**config.mk**
```make
export PLATFORM = sky130hd
export DESIGN_NAME = safe_domain
export DESIGN_NICKNAME = d
export VERILOG_FILES = /design/src/hw/safe_domain_pkg.sv /design/src/hw/safe_domain.sv /design/src/hw/slow_clk_div.sv /design/src/hw/rst_hold.sv /design/src/hw/pad_control.sv /design/src/hw/pad_regs.sv
export VERILOG_INCLUDE_DIRS = /design/src /design/src/include
export SDC_FILE = /design/constraint.sdc
export NUM_CORES = 1
export LEC_CHECK = 0
export BUFFER_PORTS_ARGS = -buffer_cell sky130_fd_sc_hd__buf_2
export CAP_MARGIN = 15
export CORE_ASPECT_RATIO = 2
export CORE_MARGIN = 5
export CORE_UTILIZATION = 54
export CTS_CLUSTER_DIAMETER = 60
export DETAILED_ROUTE_END_ITERATION = 10
export PLACE_DENSITY = 0.87
export SLEW_MARGIN = 20
export SYNTH_ARGS = -nofsm -noshare
export SYNTH_HDL_FRONTEND = slang
export SYNTH_HIERARCHICAL = 1
export SYNTH_SLANG_ARGS = --single-unit
```
**constraint.sdc**
```tcl
create_clock -name ref_clk_i -period 4.7 [get_ports ref_clk_i]
set_input_delay 1.175 -clock ref_clk_i [delete_from_list [all_inputs] [get_ports ref_clk_i]]
set_output_delay 1.175 -clock ref_clk_i [all_outputs]
set_load 0.02 [all_outputs]
```
**src/include/pad_reg_map.svh**
```systemverilog
//**************************************************************************
// register map of the pad register file in the always-on domain
// one 8-bit register per pad, the address is the pad index
//**************************************************************************

`ifndef PAD_REG_MAP_SVH
`define PAD_REG_MAP_SVH

// width of the pad address on the read and write ports
`define PAD_ADDR_W 8

// width of one pad register
`define PAD_REG_W 8

// function select field, low bits of the register
`define PAD_FUNC_LSB 0
`define PAD_FUNC_W 2

// pad configuration field, sits above the function select
`define PAD_CFG_LSB 2
`define PAD_CFG_W 6

// reset value: pad switched off, all configuration bits cleared
`define PAD_REG_RESET 8'h03

`endif
```
**src/hw/safe_domain_pkg.sv**
```systemverilog
//**************************************************************************
// shared types of the always-on pad domain
// pad function select, pad configuration, pad register and the
// command word used to write the pad register file
//**************************************************************************

`include "pad_reg_map.svh"

package safe_domain_pkg;

  //************************************************************************
  // pad function select
  //************************************************************************

  // selects which signal group drives a pad and receives its input
  // FUNC_OFF leaves the pad undriven and drops its input
  typedef enum logic [1:0] {
    FUNC_PERIO  = 2'd0,
    FUNC_APBIO  = 2'd1,
    FUNC_FPGAIO = 2'd2,
    FUNC_OFF    = 2'd3
  } pad_func_e;

  //************************************************************************
  // pad electrical configuration
  //************************************************************************

  // passed to the pad ring as is, nothing in this domain decodes it
  typedef struct packed {
    // enable the pull resistor
    logic       pull_en;
    // pull direction, set for pull up and clear for pull down
    logic       pull_up;
    // drive strength code
    logic [1:0] drive;
    // schmitt trigger on the input buffer
    logic       schmitt;
    // fast slew rate on the output buffer
    logic       slew_fast;
  } pad_cfg_t;

  //************************************************************************
  // pad register and register command
  //************************************************************************

  // one pad register, cfg in the upper bits and func in the low bits
  typedef struct packed {
    pad_cfg_t  cfg;
    pad_func_e func;
  } pad_reg_t;

  // write command, the address is the pad index
  typedef struct packed {
    logic [`PAD_ADDR_W-1:0] addr;
    pad_reg_t               data;
  } pad_cmd_t;

endpackage

```
**src/hw/safe_domain.sv**
```systemverilog
//**************************************************************************
// always-on pad domain
// stretched chip reset, slow always-on clock and per pad routing of the
// IO pads to the peripheral, bus-mapped and fabric signal groups
//**************************************************************************

`include "pad_reg_map.svh"

module safe_domain #(
  parameter int unsigned N_IO     = 16,
  parameter int unsigned SLOW_DIV = 8,
  parameter int unsigned RST_HOLD = 4
) (
  input  logic                                  ref_clk_i,
  input  logic                                  rst_n_i,
  output logic                                  rst_no,
  output logic                                  slow_clk_o,

  //************************************************************************
  // pad register access
  //************************************************************************

  input  logic                                  wr_stb_i,
  input  safe_domain_pkg::pad_cmd_t             wr_cmd_i,
  input  logic                                  rd_stb_i,
  input  logic [`PAD_ADDR_W-1:0]                rd_addr_i,
  output logic                                  rd_valid_o,
  output safe_domain_pkg::pad_reg_t             rd_data_o,

  //************************************************************************
  // pads
  //************************************************************************

  output safe_domain_pkg::pad_cfg_t [N_IO-1:0]  pad_cfg_o,
  output logic [N_IO-1:0]                       io_out_o,
  output logic [N_IO-1:0]                       io_oe_o,
  input  logic [N_IO-1:0]                       io_in_i,

  //************************************************************************
  // signal groups
  //************************************************************************

  // peripheral IO
  input  logic [N_IO-1:0]                       perio_out_i,
  input  logic [N_IO-1:0]                       perio_oe_i,
  output logic [N_IO-1:0]                       perio_in_o,

  // bus-mapped IO
  input  logic [N_IO-1:0]                       apbio_out_i,
  input  logic [N_IO-1:0]                       apbio_oe_i,
  output logic [N_IO-1:0]                       apbio_in_o,

  // fabric IO
  input  logic [N_IO-1:0]                       fpgaio_out_i,
  input  logic [N_IO-1:0]                       fpgaio_oe_i,
  output logic [N_IO-1:0]                       fpgaio_in_o
);

  // register contents feeding the pad multiplexer
  safe_domain_pkg::pad_reg_t [N_IO-1:0] s_pad_reg;

  //************************************************************************
  // pad register file
  //************************************************************************

  pad_regs #(
    .N_IO (N_IO)
  ) i_pad_regs (
    .ref_clk_i  (ref_clk_i),
    .rst_n_i    (rst_n_i),
    .wr_stb_i   (wr_stb_i),
    .wr_cmd_i   (wr_cmd_i),
    .rd_stb_i   (rd_stb_i),
    .rd_addr_i  (rd_addr_i),
    .rd_valid_o (rd_valid_o),
    .rd_data_o  (rd_data_o),
    .pad_reg_o  (s_pad_reg)
  );

  //************************************************************************
  // pad multiplexer
  //************************************************************************

  pad_control #(
    .N_IO (N_IO)
  ) i_pad_control (
    .pad_reg_i    (s_pad_reg),
    .pad_cfg_o    (pad_cfg_o),
    .io_out_o     (io_out_o),
    .io_oe_o      (io_oe_o),
    .io_in_i      (io_in_i),
    .perio_out_i  (perio_out_i),
    .perio_oe_i   (perio_oe_i),
    .perio_in_o   (perio_in_o),
    .apbio_out_i  (apbio_out_i),
    .apbio_oe_i   (apbio_oe_i),
    .apbio_in_o   (apbio_in_o),
    .fpgaio_out_i (fpgaio_out_i),
    .fpgaio_oe_i  (fpgaio_oe_i),
    .fpgaio_in_o  (fpgaio_in_o)
  );

  //************************************************************************
  // reset and slow clock
  //************************************************************************

  // chip reset for everything outside this domain
  rst_hold #(
    .RST_HOLD (RST_HOLD)
  ) i_rst_hold (
    .ref_clk_i (ref_clk_i),
    .rst_n_i   (rst_n_i),
    .rst_no    (rst_no)
  );

  // slow clock for the always-on logic
  slow_clk_div #(
    .SLOW_DIV (SLOW_DIV)
  ) i_slow_clk_div (
    .ref_clk_i  (ref_clk_i),
    .rst_n_i    (rst_n_i),
    .slow_clk_o (slow_clk_o)
  );

endmodule

```
**src/hw/slow_clk_div.sv**
```systemverilog
//**************************************************************************
// slow clock divider
// derives the always-on slow clock from the reference clock, one slow
// period lasts SLOW_DIV reference cycles
//**************************************************************************

module slow_clk_div #(
  parameter int unsigned SLOW_DIV = 8
) (
  input  logic ref_clk_i,
  input  logic rst_n_i,
  output logic slow_clk_o
);

  // number of reference edges between two toggles
  localparam int unsigned Half = SLOW_DIV / 2;
  localparam int unsigned CntW = (Half > 1) ? $clog2(Half) : 1;

  logic [CntW-1:0] cnt_q;
  logic            clk_q;

  // an odd ratio cannot give a 50 percent duty cycle from one edge
  if ((SLOW_DIV % 2) != 0 || SLOW_DIV < 2) begin : g_bad_div
    $error("SLOW_DIV must be even and at least 2");
  end

  //************************************************************************
  // divider
  //************************************************************************

  // the counter wraps after Half edges and flips the output each time
  // it wraps, the output is a flop so the slow clock is glitch free
  always_ff @(posedge ref_clk_i) begin
    if (!rst_n_i) begin
      cnt_q <= '0;
      clk_q <= 1'b0;
    end else if (cnt_q == CntW'(Half - 1)) begin
      cnt_q <= '0;
      clk_q <= ~clk_q;
    end else begin
      cnt_q <= cnt_q + 1'b1;
    end
  end

  // slow clock starts low and leaves reset low
  assign slow_clk_o = clk_q;

endmodule

```
**src/hw/rst_hold.sv**
```systemverilog
//**************************************************************************
// reset stretcher
// keeps the chip reset low for RST_HOLD reference cycles after the
// external reset is released
//**************************************************************************

module rst_hold #(
  parameter int unsigned RST_HOLD = 4
) (
  input  logic ref_clk_i,
  input  logic rst_n_i,
  output logic rst_no
);

  // the counter has to hold the value RST_HOLD itself
  localparam int unsigned CntW = $clog2(RST_HOLD + 1);

  logic [CntW-1:0] cnt_q;
  logic            rst_q;

  // a zero hold would let the chip reset follow the pin with no margin
  if (RST_HOLD < 1) begin : g_bad_hold
    $error("RST_HOLD must be at least 1");
  end

  // the counter sits at zero during reset and counts one per edge once
  // the external reset is sampled high, so on the edge it reads
  // RST_HOLD the output goes high and the counter stops there
  always_ff @(posedge ref_clk_i) begin
    if (!rst_n_i) begin
      cnt_q <= '0;
      rst_q <= 1'b0;
    end else begin
      if (cnt_q != CntW'(RST_HOLD)) begin
        cnt_q <= cnt_q + 1'b1;
      end
      rst_q <= (cnt_q == CntW'(RST_HOLD));
    end
  end

  assign rst_no = rst_q;

  // the stretched reset can only be released out of a cycle in which
  // the external reset was already high
  a_no_early_release : assert property (
    @(posedge ref_clk_i)
    $rose(rst_no) |-> $past(rst_n_i)
  ) else $error("chip reset released while external reset was low");

endmodule

```
**src/hw/pad_control.sv**
```systemverilog
//**************************************************************************
// pad multiplexer
// connects every pad to one of the peripheral, bus-mapped or fabric
// signal groups, as chosen by the pad register, purely combinational
//**************************************************************************

module pad_control #(
  parameter int unsigned N_IO = 16
) (
  // register contents from the pad register file
  input  safe_domain_pkg::pad_reg_t [N_IO-1:0]  pad_reg_i,
  output safe_domain_pkg::pad_cfg_t [N_IO-1:0]  pad_cfg_o,

  // pad side
  output logic [N_IO-1:0]                       io_out_o,
  output logic [N_IO-1:0]                       io_oe_o,
  input  logic [N_IO-1:0]                       io_in_i,

  // peripheral IO group
  input  logic [N_IO-1:0]                       perio_out_i,
  input  logic [N_IO-1:0]                       perio_oe_i,
  output logic [N_IO-1:0]                       perio_in_o,

  // bus-mapped IO group
  input  logic [N_IO-1:0]                       apbio_out_i,
  input  logic [N_IO-1:0]                       apbio_oe_i,
  output logic [N_IO-1:0]                       apbio_in_o,

  // fabric IO group
  input  logic [N_IO-1:0]                       fpgaio_out_i,
  input  logic [N_IO-1:0]                       fpgaio_oe_i,
  output logic [N_IO-1:0]                       fpgaio_in_o
);

  //************************************************************************
  // per pad routing
  //************************************************************************

  // each pad starts out undriven with its input going nowhere, then
  // the selected group gets the out/oe pair and the input bit
  always_comb begin
    for (int i = 0; i < N_IO; i++) begin
      pad_cfg_o[i]   = pad_reg_i[i].cfg;
      io_out_o[i]    = 1'b0;
      io_oe_o[i]     = 1'b0;
      perio_in_o[i]  = 1'b0;
      apbio_in_o[i]  = 1'b0;
      fpgaio_in_o[i] = 1'b0;
      unique case (pad_reg_i[i].func)
        safe_domain_pkg::FUNC_PERIO: begin
          io_out_o[i]   = perio_out_i[i];
          io_oe_o[i]    = perio_oe_i[i];
          perio_in_o[i] = io_in_i[i];
        end
        safe_domain_pkg::FUNC_APBIO: begin
          io_out_o[i]   = apbio_out_i[i];
          io_oe_o[i]    = apbio_oe_i[i];
          apbio_in_o[i] = io_in_i[i];
        end
        safe_domain_pkg::FUNC_FPGAIO: begin
          io_out_o[i]    = fpgaio_out_i[i];
          io_oe_o[i]     = fpgaio_oe_i[i];
          fpgaio_in_o[i] = io_in_i[i];
        end
        safe_domain_pkg::FUNC_OFF: begin
          // defaults above already leave the pad switched off
        end
      endcase
    end
  end

  // a pad input may reach at most one group, and any group input bit
  // that is set must come from a pad input that is set
  always_comb begin
    for (int i = 0; i < N_IO; i++) begin
      a_one_group : assert ($onehot0({perio_in_o[i], apbio_in_o[i], fpgaio_in_o[i]})
                            && (!(perio_in_o[i] || apbio_in_o[i] || fpgaio_in_o[i])
                                || io_in_i[i]))
        else $error("pad %0d input routed to more than one group", i);
    end
  end

endmodule

```
**src/hw/pad_regs.sv**
```systemverilog
//**************************************************************************
// pad register file
// holds function select and configuration for every pad, written and
// read over single-cycle strobes, read data comes one cycle later
//**************************************************************************

`include "pad_reg_map.svh"

module pad_regs #(
  parameter int unsigned N_IO = 16
) (
  input  logic                                  ref_clk_i,
  input  logic                                  rst_n_i,

  // write port
  input  logic                                  wr_stb_i,
  input  safe_domain_pkg::pad_cmd_t             wr_cmd_i,

  // read port
  input  logic                                  rd_stb_i,
  input  logic [`PAD_ADDR_W-1:0]                rd_addr_i,
  output logic                                  rd_valid_o,
  output safe_domain_pkg::pad_reg_t             rd_data_o,

  // current register contents towards pad control
  output safe_domain_pkg::pad_reg_t [N_IO-1:0]  pad_reg_o
);

  // register array, one entry per pad
  safe_domain_pkg::pad_reg_t [N_IO-1:0] regs_q;

  // read mux output and the registered read result
  safe_domain_pkg::pad_reg_t            rd_data_d;
  safe_domain_pkg::pad_reg_t            rd_data_q;
  logic                                 rd_valid_q;

  //************************************************************************
  // register array
  //************************************************************************

  // every pad comes out of reset switched off
  // a write only lands if its address matches one of the pads, so
  // addresses of N_IO and above fall through without effect
  always_ff @(posedge ref_clk_i) begin
    if (!rst_n_i) begin
      for (int i = 0; i < N_IO; i++) begin
        regs_q[i] <= safe_domain_pkg::pad_reg_t'(`PAD_REG_RESET);
      end
    end else if (wr_stb_i) begin
      for (int i = 0; i < N_IO; i++) begin
        if (int'(wr_cmd_i.addr) == i) begin
          regs_q[i] <= wr_cmd_i.data;
        end
      end
    end
  end

  //************************************************************************
  // read path
  //************************************************************************

  // the mux looks at the stored values, so a write in the same cycle
  // is not visible yet and the read gets the old contents
  // out of range addresses keep the reset value
  always_comb begin
    rd_data_d = safe_domain_pkg::pad_reg_t'(`PAD_REG_RESET);
    for (int i = 0; i < N_IO; i++) begin
      if (int'(rd_addr_i) == i) begin
        rd_data_d = regs_q[i];
      end
    end
  end

  // valid goes high for one cycle after each read strobe
  always_ff @(posedge ref_clk_i) begin
    if (!rst_n_i) begin
      rd_valid_q <= 1'b0;
    end else begin
      rd_valid_q <= rd_stb_i;
    end
  end

  // read data is captured on the read strobe and held until the next one
  always_ff @(posedge ref_clk_i) begin
    if (rd_stb_i) begin
      rd_data_q <= rd_data_d;
    end
  end

  assign rd_valid_o = rd_valid_q;
  assign rd_data_o  = rd_data_q;
  assign pad_reg_o  = regs_q;

  // every read strobe gets exactly one valid, one cycle later, and a
  // valid never shows up without a strobe the cycle before
  a_rd_latency : assert property (
    @(posedge ref_clk_i) disable iff (!rst_n_i)
    1'b1 |=> (rd_valid_o == $past(rd_stb_i))
  ) else $error("read valid does not follow read strobe by one cycle");

endmodule

```
==> results of run 1 <==
==> registers in the layout (all words and copies together) (netlist names) <==
register and count:
i_pad_regs/rd_data_o 8, i_rst_hold/rst_no 1, i_rst_hold/cnt_q 3, i_pad_regs/pad_reg_o 128
i_pad_regs/rd_valid_o 1, i_slow_clk_div/cnt_q 2, i_slow_clk_div/slow_clk_o 1
==> logic make-up (layout without fill, tap and decap cells) <==
group | Yosys count | in the layout | share of synthesized area
AND/OR/NAND/NOR | 291 | 291 | 0.203
other | 0 | 2 | 0
adder cells (fa/ha/maj) | 3 | 3 | 0.00434
buffers and inverters | 165 | 373 | 0.118
flip-flops | 144 | 144 | 0.342
AO/OA/AOI/OAI | 114 | 114 | 0.0969
multiplexers | 192 | 192 | 0.235
XOR/XNOR | 1 | 1 | 0.00101
==> layout by cell type, fill, tap and decap left out, types with 3 or more instances in the layout <==
cell type  netlist  layout
mux2_2           9       9
and3b_1         17      17
or4_1            4       4
mux4_2           8       8
mux2i_1        175     175
nor3b_1         17      17
buf_2           21     325
o31ai_1          3       3
nor3_1           3       3
and2_1          10      10
buf_4           99       3
inv_1           11      11
nor3_4           3       3
a21oi_1         17      17
nand2b_1         6       6
nor2_1          21      21
o21ai_0         21      21
a221oi_1        10      10
o2bb2ai_1       32      32
a22oi_1          3       3
clkbuf_16        0      17
o211ai_1         3       3
nand2_1         64      64
edfxtp_1         8       8
bufinv_16        0       4
dfxtp_1        136     136
nand3_1          4       4
ha_1             3       3
nor4_1           3       3
a211oi_1         4       4
a222oi_1         3       3
or3_1           10      10
nor2b_1        115     115
==> metal layers <==
| layer | share of wire | track usage | up-vias | wire [um] |
|---|---|---|---|---|
| li1 | - | - | 3527 | - |
| met1 | 0.32 | 0.291 | 3739 | 9810 |
| met4 | 0.080 | 0.232 | 0 | 2430 |
| met5 | 0 | 0 | - | 0 |
| met3 | 0.075 | 0.0675 | 115 | 2260 |
| met2 | 0.52 | 0.566 | 458 | 15700 |
==> final timing paths <==
kind	endpoint	slack (ns)	cells past startpoint
worst max-delay path	io_oe_o[8]	1.64	4
worst min-delay path	i_slow_clk_div/cnt_q[0]	0.43	1
worst max register to register	i_pad_regs/rd_data_o[0]	3.00	4
worst min register to register	i_slow_clk_div/cnt_q[0]	0.43	1
==> stage by stage <==
| stage | instance area (um2) | util |
|---|---|---|
| after floorplan | 8650 | - |
| after global placement | 9590 | 0.608 |
| after detailed placement | 9590 | 0.608 |
| after CTS | 10200 | 0.648 |
| after global routing | 10200 | 0.649 |
| final | 10200 | 0.649 |
==> power breakdown <==
| part | total [mW] | switching (mW) | internal (mW) |
|---|---|---|---|
| Combinational | 0.245 | 0.141 | 0.104 |
| Sequential | 1.25 | 0.00770 | 1.24 |
| Clock | 1.46 | 0.538 | 0.920 |
==> final cells by class <==
class / count / area, um2
clock buffer: 20 / 457
sequential: 144 / 2960
multi-input combinational: 601 / 4670
timing repair buffer: 329 / 1660
fill: 1329 / 5550
tap: 201 / 251
inverter: 12 / 45.0
antenna: 2 / 5.00
clock inverter: 12 / 179
==> flow_metrics.env, run 1 <==
export IMPL_cts_htree_levels=4
export IMPL_overflow=0
export IMPL_syn_mean_instance_area_um2=9.51
export IMPL_r2r_start="i_pad_regs/pad_reg_o[112]"
export IMPL_io_pins=327
export IMPL_rsz0062_at_grt="false"
export IMPL_clk_latency_ns=0.43
export IMPL_synthesis_area_um2=8650
export IMPL_max_freq_ghz=0.327
export IMPL_max_stage_delay_ns=0.32
export IMPL_slowest_stage="o2bb2ai_1"
export IMPL_setup_viol=0
export IMPL_yosys_area_top_type="dfxtp_1"
export IMPL_synth_edf_count=8
export IMPL_fin_setup_tns_ns=0
export IMPL_first_global_vias=7933
export IMPL_peakVddDrop_mv=0.269
export IMPL_status="finished clean"
export IMPL_instances_no_fill=1321
export IMPL_synth_cells=910
export IMPL_yosysWarningCount=6
export IMPL_die_h_um=189
export IMPL_hp_class="flop to flop"
export IMPL_num_vias=7839
export IMPL_period_needed_ns=3.06
export IMPL_cts_hold_buf=0
export IMPL_critPathTopFamily="buffers and inverters"
export IMPL_globalplace_congestion=0.974
export IMPL_routed_via_density=5.93
export IMPL_finalCritPeriodShare=0.650
export IMPL_min_from="i_slow_clk_div/cnt_q[0]"
export IMPL_worst_path_buf_inv=2
export IMPL_cts_setup_buffers=0
export IMPL_required_ns=3.52
export IMPL_grt_usage=0.309
export IMPL_first_pass_iters=5
export IMPL_hold_slack_ns=0.435
export IMPL_fin_nets=1248
export IMPL_cts_root_buf="clkbuf_16"
export IMPL_finalPower_mw=2.95
export IMPL_end_kind="output port"
export IMPL_yosys_area_top_type_share=0.315
export IMPL_power_leakage_nw=5.40
export IMPL_clockBufferDepth=2
export IMPL_synth_ff_type="dfxtp_1"
export IMPL_routedWlPerCell_um=22.9
export IMPL_synth_commonest_cells="175 x mux2i_1, 136 x dfxtp_1, 115 x nor2b_1"
export IMPL_io_buffers=326
export IMPL_synth_seq_cells=144
export IMPL_grt_max_degree=138
export IMPL_cts_buffers=17
export IMPL_clk_pin_slew_ns=0.06
export IMPL_synth_area_top_cells="dfxtp_1 31%, mux2i_1 20%, buf_4 8.6%"
export IMPL_fp_dieArea_um2=18800
export IMPL_worstSetupPathType="primary input to output port"
export IMPL_crit_path_start="perio_oe_i[8]"
export IMPL_die_w_um=99.5
export IMPL_max_slew_worst_pin_slew_ns=1.10
export IMPL_final_antenna_net_count=0
export IMPL_dp_cells=1287
export IMPL_cp_cell_sequence="buf_2 -> mux2i_1 -> o2bb2ai_1 -> buf_2"
export IMPL_grt_first_pass_wirelength_mm=44.5
export IMPL_cp_max_fo=1
export IMPL_yosysMostFrequentCell="mux2i_1"
export IMPL_placementRows=65
export IMPL_drive_above_1_share=0.347
export IMPL_worstSetupStartpointType="primary input"
export IMPL_clock_skew_ns=0.00372
export IMPL_cts_resized=0
export IMPL_cp_common_cell="buf_2"
export IMPL_final_hold_viol_count=0
export IMPL_synthArstFlopShare=0
export IMPL_synth_fp_nets=1053
export IMPL_ys_seq_area_frac=0.342
export IMPL_power_density_nw_per_um2=289
export IMPL_dpl_worst_slack_ns=1.37
export IMPL_ys_types=58
export IMPL_worst_slack_ns=1.64
export IMPL_area_growth_pct=18.3
export IMPL_relSlewSlack=0.259
export IMPL_antenna_found_initial=2
export IMPL_core_area_um2=15800
export IMPL_cp_arrival_ns=1.88
export IMPL_start_util=0.548
export IMPL_detailedPlacementHpwl_mm=23.1
export IMPL_maxSlewViolCount=0
export IMPL_max_cap_violations=0
export IMPL_first_iter_violations=583
export IMPL_cts_tree="done"
export IMPL_routed_wl_mm=30.2
export IMPL_drcViolationCount=0
export IMPL_clkSinkCount=144
Power figures use the tool's default switching activity.
==> run 2: changes to the inputs <==
CORE_UTILIZATION = 45   (was 54)
PLACE_DENSITY = 0.77   (was 0.87)
clock period = 2.7 ns   (was 4.7 ns; I/O delays follow)
==> run 2 against run 1 <==
Effect of this change:
- critical endpoint is now io_oe_o[7]
- setup slack worse by 1.3 ns
- routed wire length grew 1.2%
- final area rose by 2.8%
- worst hold slack worse by 0.011 ns
- clock power rose by 63%
- utilization decreased by 9.3 points
- sequential power increased by 74%
- cell count rose by 6.1%
- first-iteration DRC count fell by 11%
- total power increased by 70%
==> flow_metrics.env, run 2 (synthesis gave the netlist of run 1 again) <==
export IMPL_max_slew_worst_pin_slew_ns=0.676
export IMPL_overflow=0
export IMPL_clkSinkCount=144
export IMPL_required_ns=2.03
export IMPL_clockBufferDepth=2
export IMPL_first_global_vias=7805
export IMPL_first_pass_iters=6
export IMPL_power_leakage_nw=5.54
export IMPL_fp_dieArea_um2=22300
export IMPL_area_growth_pct=21.5
export IMPL_cts_setup_buffers=0
export IMPL_placementRows=71
export IMPL_routedWlPerCell_um=21.8
export IMPL_power_density_nw_per_um2=478
export IMPL_num_vias=7736
export IMPL_first_iter_violations=521
export IMPL_grt_first_pass_wirelength_mm=44.7
export IMPL_fill_cells=1728
export IMPL_core_area_um2=18900
export IMPL_maxSlewViolCount=0
export IMPL_layout_commonest_cell="buf_2"
export IMPL_fin_setup_tns_ns=0
export IMPL_setup_viol=0
export IMPL_start_util=0.457
export IMPL_antenna_found_initial=2
export IMPL_die_h_um=206
export IMPL_grt_max_degree=58
export IMPL_clk_latency_ns=0.42
export IMPL_cts_root_buf="clkbuf_16"
export IMPL_detailedPlacementHpwl_mm=24.1
export IMPL_dp_cells=1370
export IMPL_r2r_start="i_pad_regs/pad_reg_o[112]"
export IMPL_max_cap_violations=0
export IMPL_worstSetupStartpointType="flop"
export IMPL_end_kind="output port"
export IMPL_relSlewSlack=0.549
export IMPL_rsz0062_at_grt="false"
export IMPL_peakVddDrop_mv=0.442
export IMPL_die_w_um=108
export IMPL_cp_arrival_ns=1.65
export IMPL_routed_via_density=5.52
export IMPL_globalplace_congestion=0.971
export IMPL_final_hold_viol_count=0
export IMPL_clock_skew_ns=0.00317
export IMPL_cts_buffers=17
export IMPL_hp_class="flop to flop"
export IMPL_period_needed_ns=2.32
export IMPL_routed_wl_mm=30.6
export IMPL_drcViolationCount=0
export IMPL_io_buffers=326
export IMPL_largest_reg_flops=128
export IMPL_grt_usage=0.265
export IMPL_cts_tree="done"
export IMPL_finalCritPeriodShare=0.859
export IMPL_crit_path_start="i_pad_regs/pad_reg_o[57]"
export IMPL_min_from="i_slow_clk_div/cnt_q[0]"
export IMPL_status="finished clean"
export IMPL_cts_hold_buf=0
export IMPL_mostFrequentLayoutCells="325 x buf_2, 175 x mux2i_1, 136 x dfxtp_1, 115 x nor2b_1, 64 x nand2_1"
export IMPL_max_freq_ghz=0.431
export IMPL_fin_nets=1277
export IMPL_cts_resized=0
export IMPL_worstSetupPathType="flop to output port"
export IMPL_instances_no_fill=1402
export IMPL_cts_htree_levels=4
export IMPL_cp_max_fo=8
export IMPL_drive_above_1_share=0.363
export IMPL_final_antenna_net_count=0
export IMPL_clk_pin_slew_ns=0.06
export IMPL_io_pins=327
run 2: worst paths after layout:
| path | end | slack [ns] | cells past startpoint |
|---|---|---|---|
| setup / recovery | io_oe_o[7] | 0.38 | 3 |
| hold / removal | i_slow_clk_div/cnt_q[0] | 0.42 | 1 |
| hold reg to reg | i_slow_clk_div/cnt_q[0] | 0.42 | 1 |
| setup reg to reg | i_pad_regs/rd_data_o[0] | 0.96 | 4 |
run 2: metal layers:
metal,GRT usage,vias up,wire length (um)
met5,0,-,12
met4,0.162,2,1800
li1,-,3586,-
met3,0.0650,97,2180
met2,0.491,383,16100
met1,0.257,3668,10500
run 2: power breakdown:
part | internal [mW] | switching (mW)
registers | 2.16 | 0.0126
clock network | 1.48 | 0.903
logic | 0.203 | 0.260
run 2: worst max-delay path, stage by stage, from the launching register on:
cell and delay, ns:
dfxtp_1 0.54, mux2i_1 0.14, o2bb2ai_1 0.31, buf_2 0.23
run 2: per-stage QoR:
stage / hold WS [ns] / util / area [um2] / setup slack [ns] / total power, mW
2_1_floorplan: 0.403 / - / 8650 / 0.544 / 2.46
3_3_place_gp: 0.412 / 0.524 / 9910 / 0.157 / 2.67
3_5_place_dp: 0.419 / 0.524 / 9910 / 0.0989 / 2.68
6_report: 0.424 / 0.556 / 10500 / 0.380 / 5.02
4_1_cts: 0.427 / 0.556 / 10500 / 0.396 / 5.04
5_1_grt: 0.446 / 0.556 / 10500 / 0.320 / 5.19
run 2: final cells by class:
| type | count | area, um2 | area share |
|---|---|---|---|
| clock inverters | 9 | 105 | 0.0100 |
| repair buffers | 358 | 1910 | 0.182 |
| inverters | 12 | 45.0 | 0.00428 |
| diodes | 1 | 2.50 | 0.000238 |
| flip-flops and latches | 144 | 2960 | 0.282 |
| well taps | 255 | 319 | 0.0303 |
| multi-input cells | 601 | 4670 | 0.444 |
| clock buffers | 22 | 495 | 0.0471 |
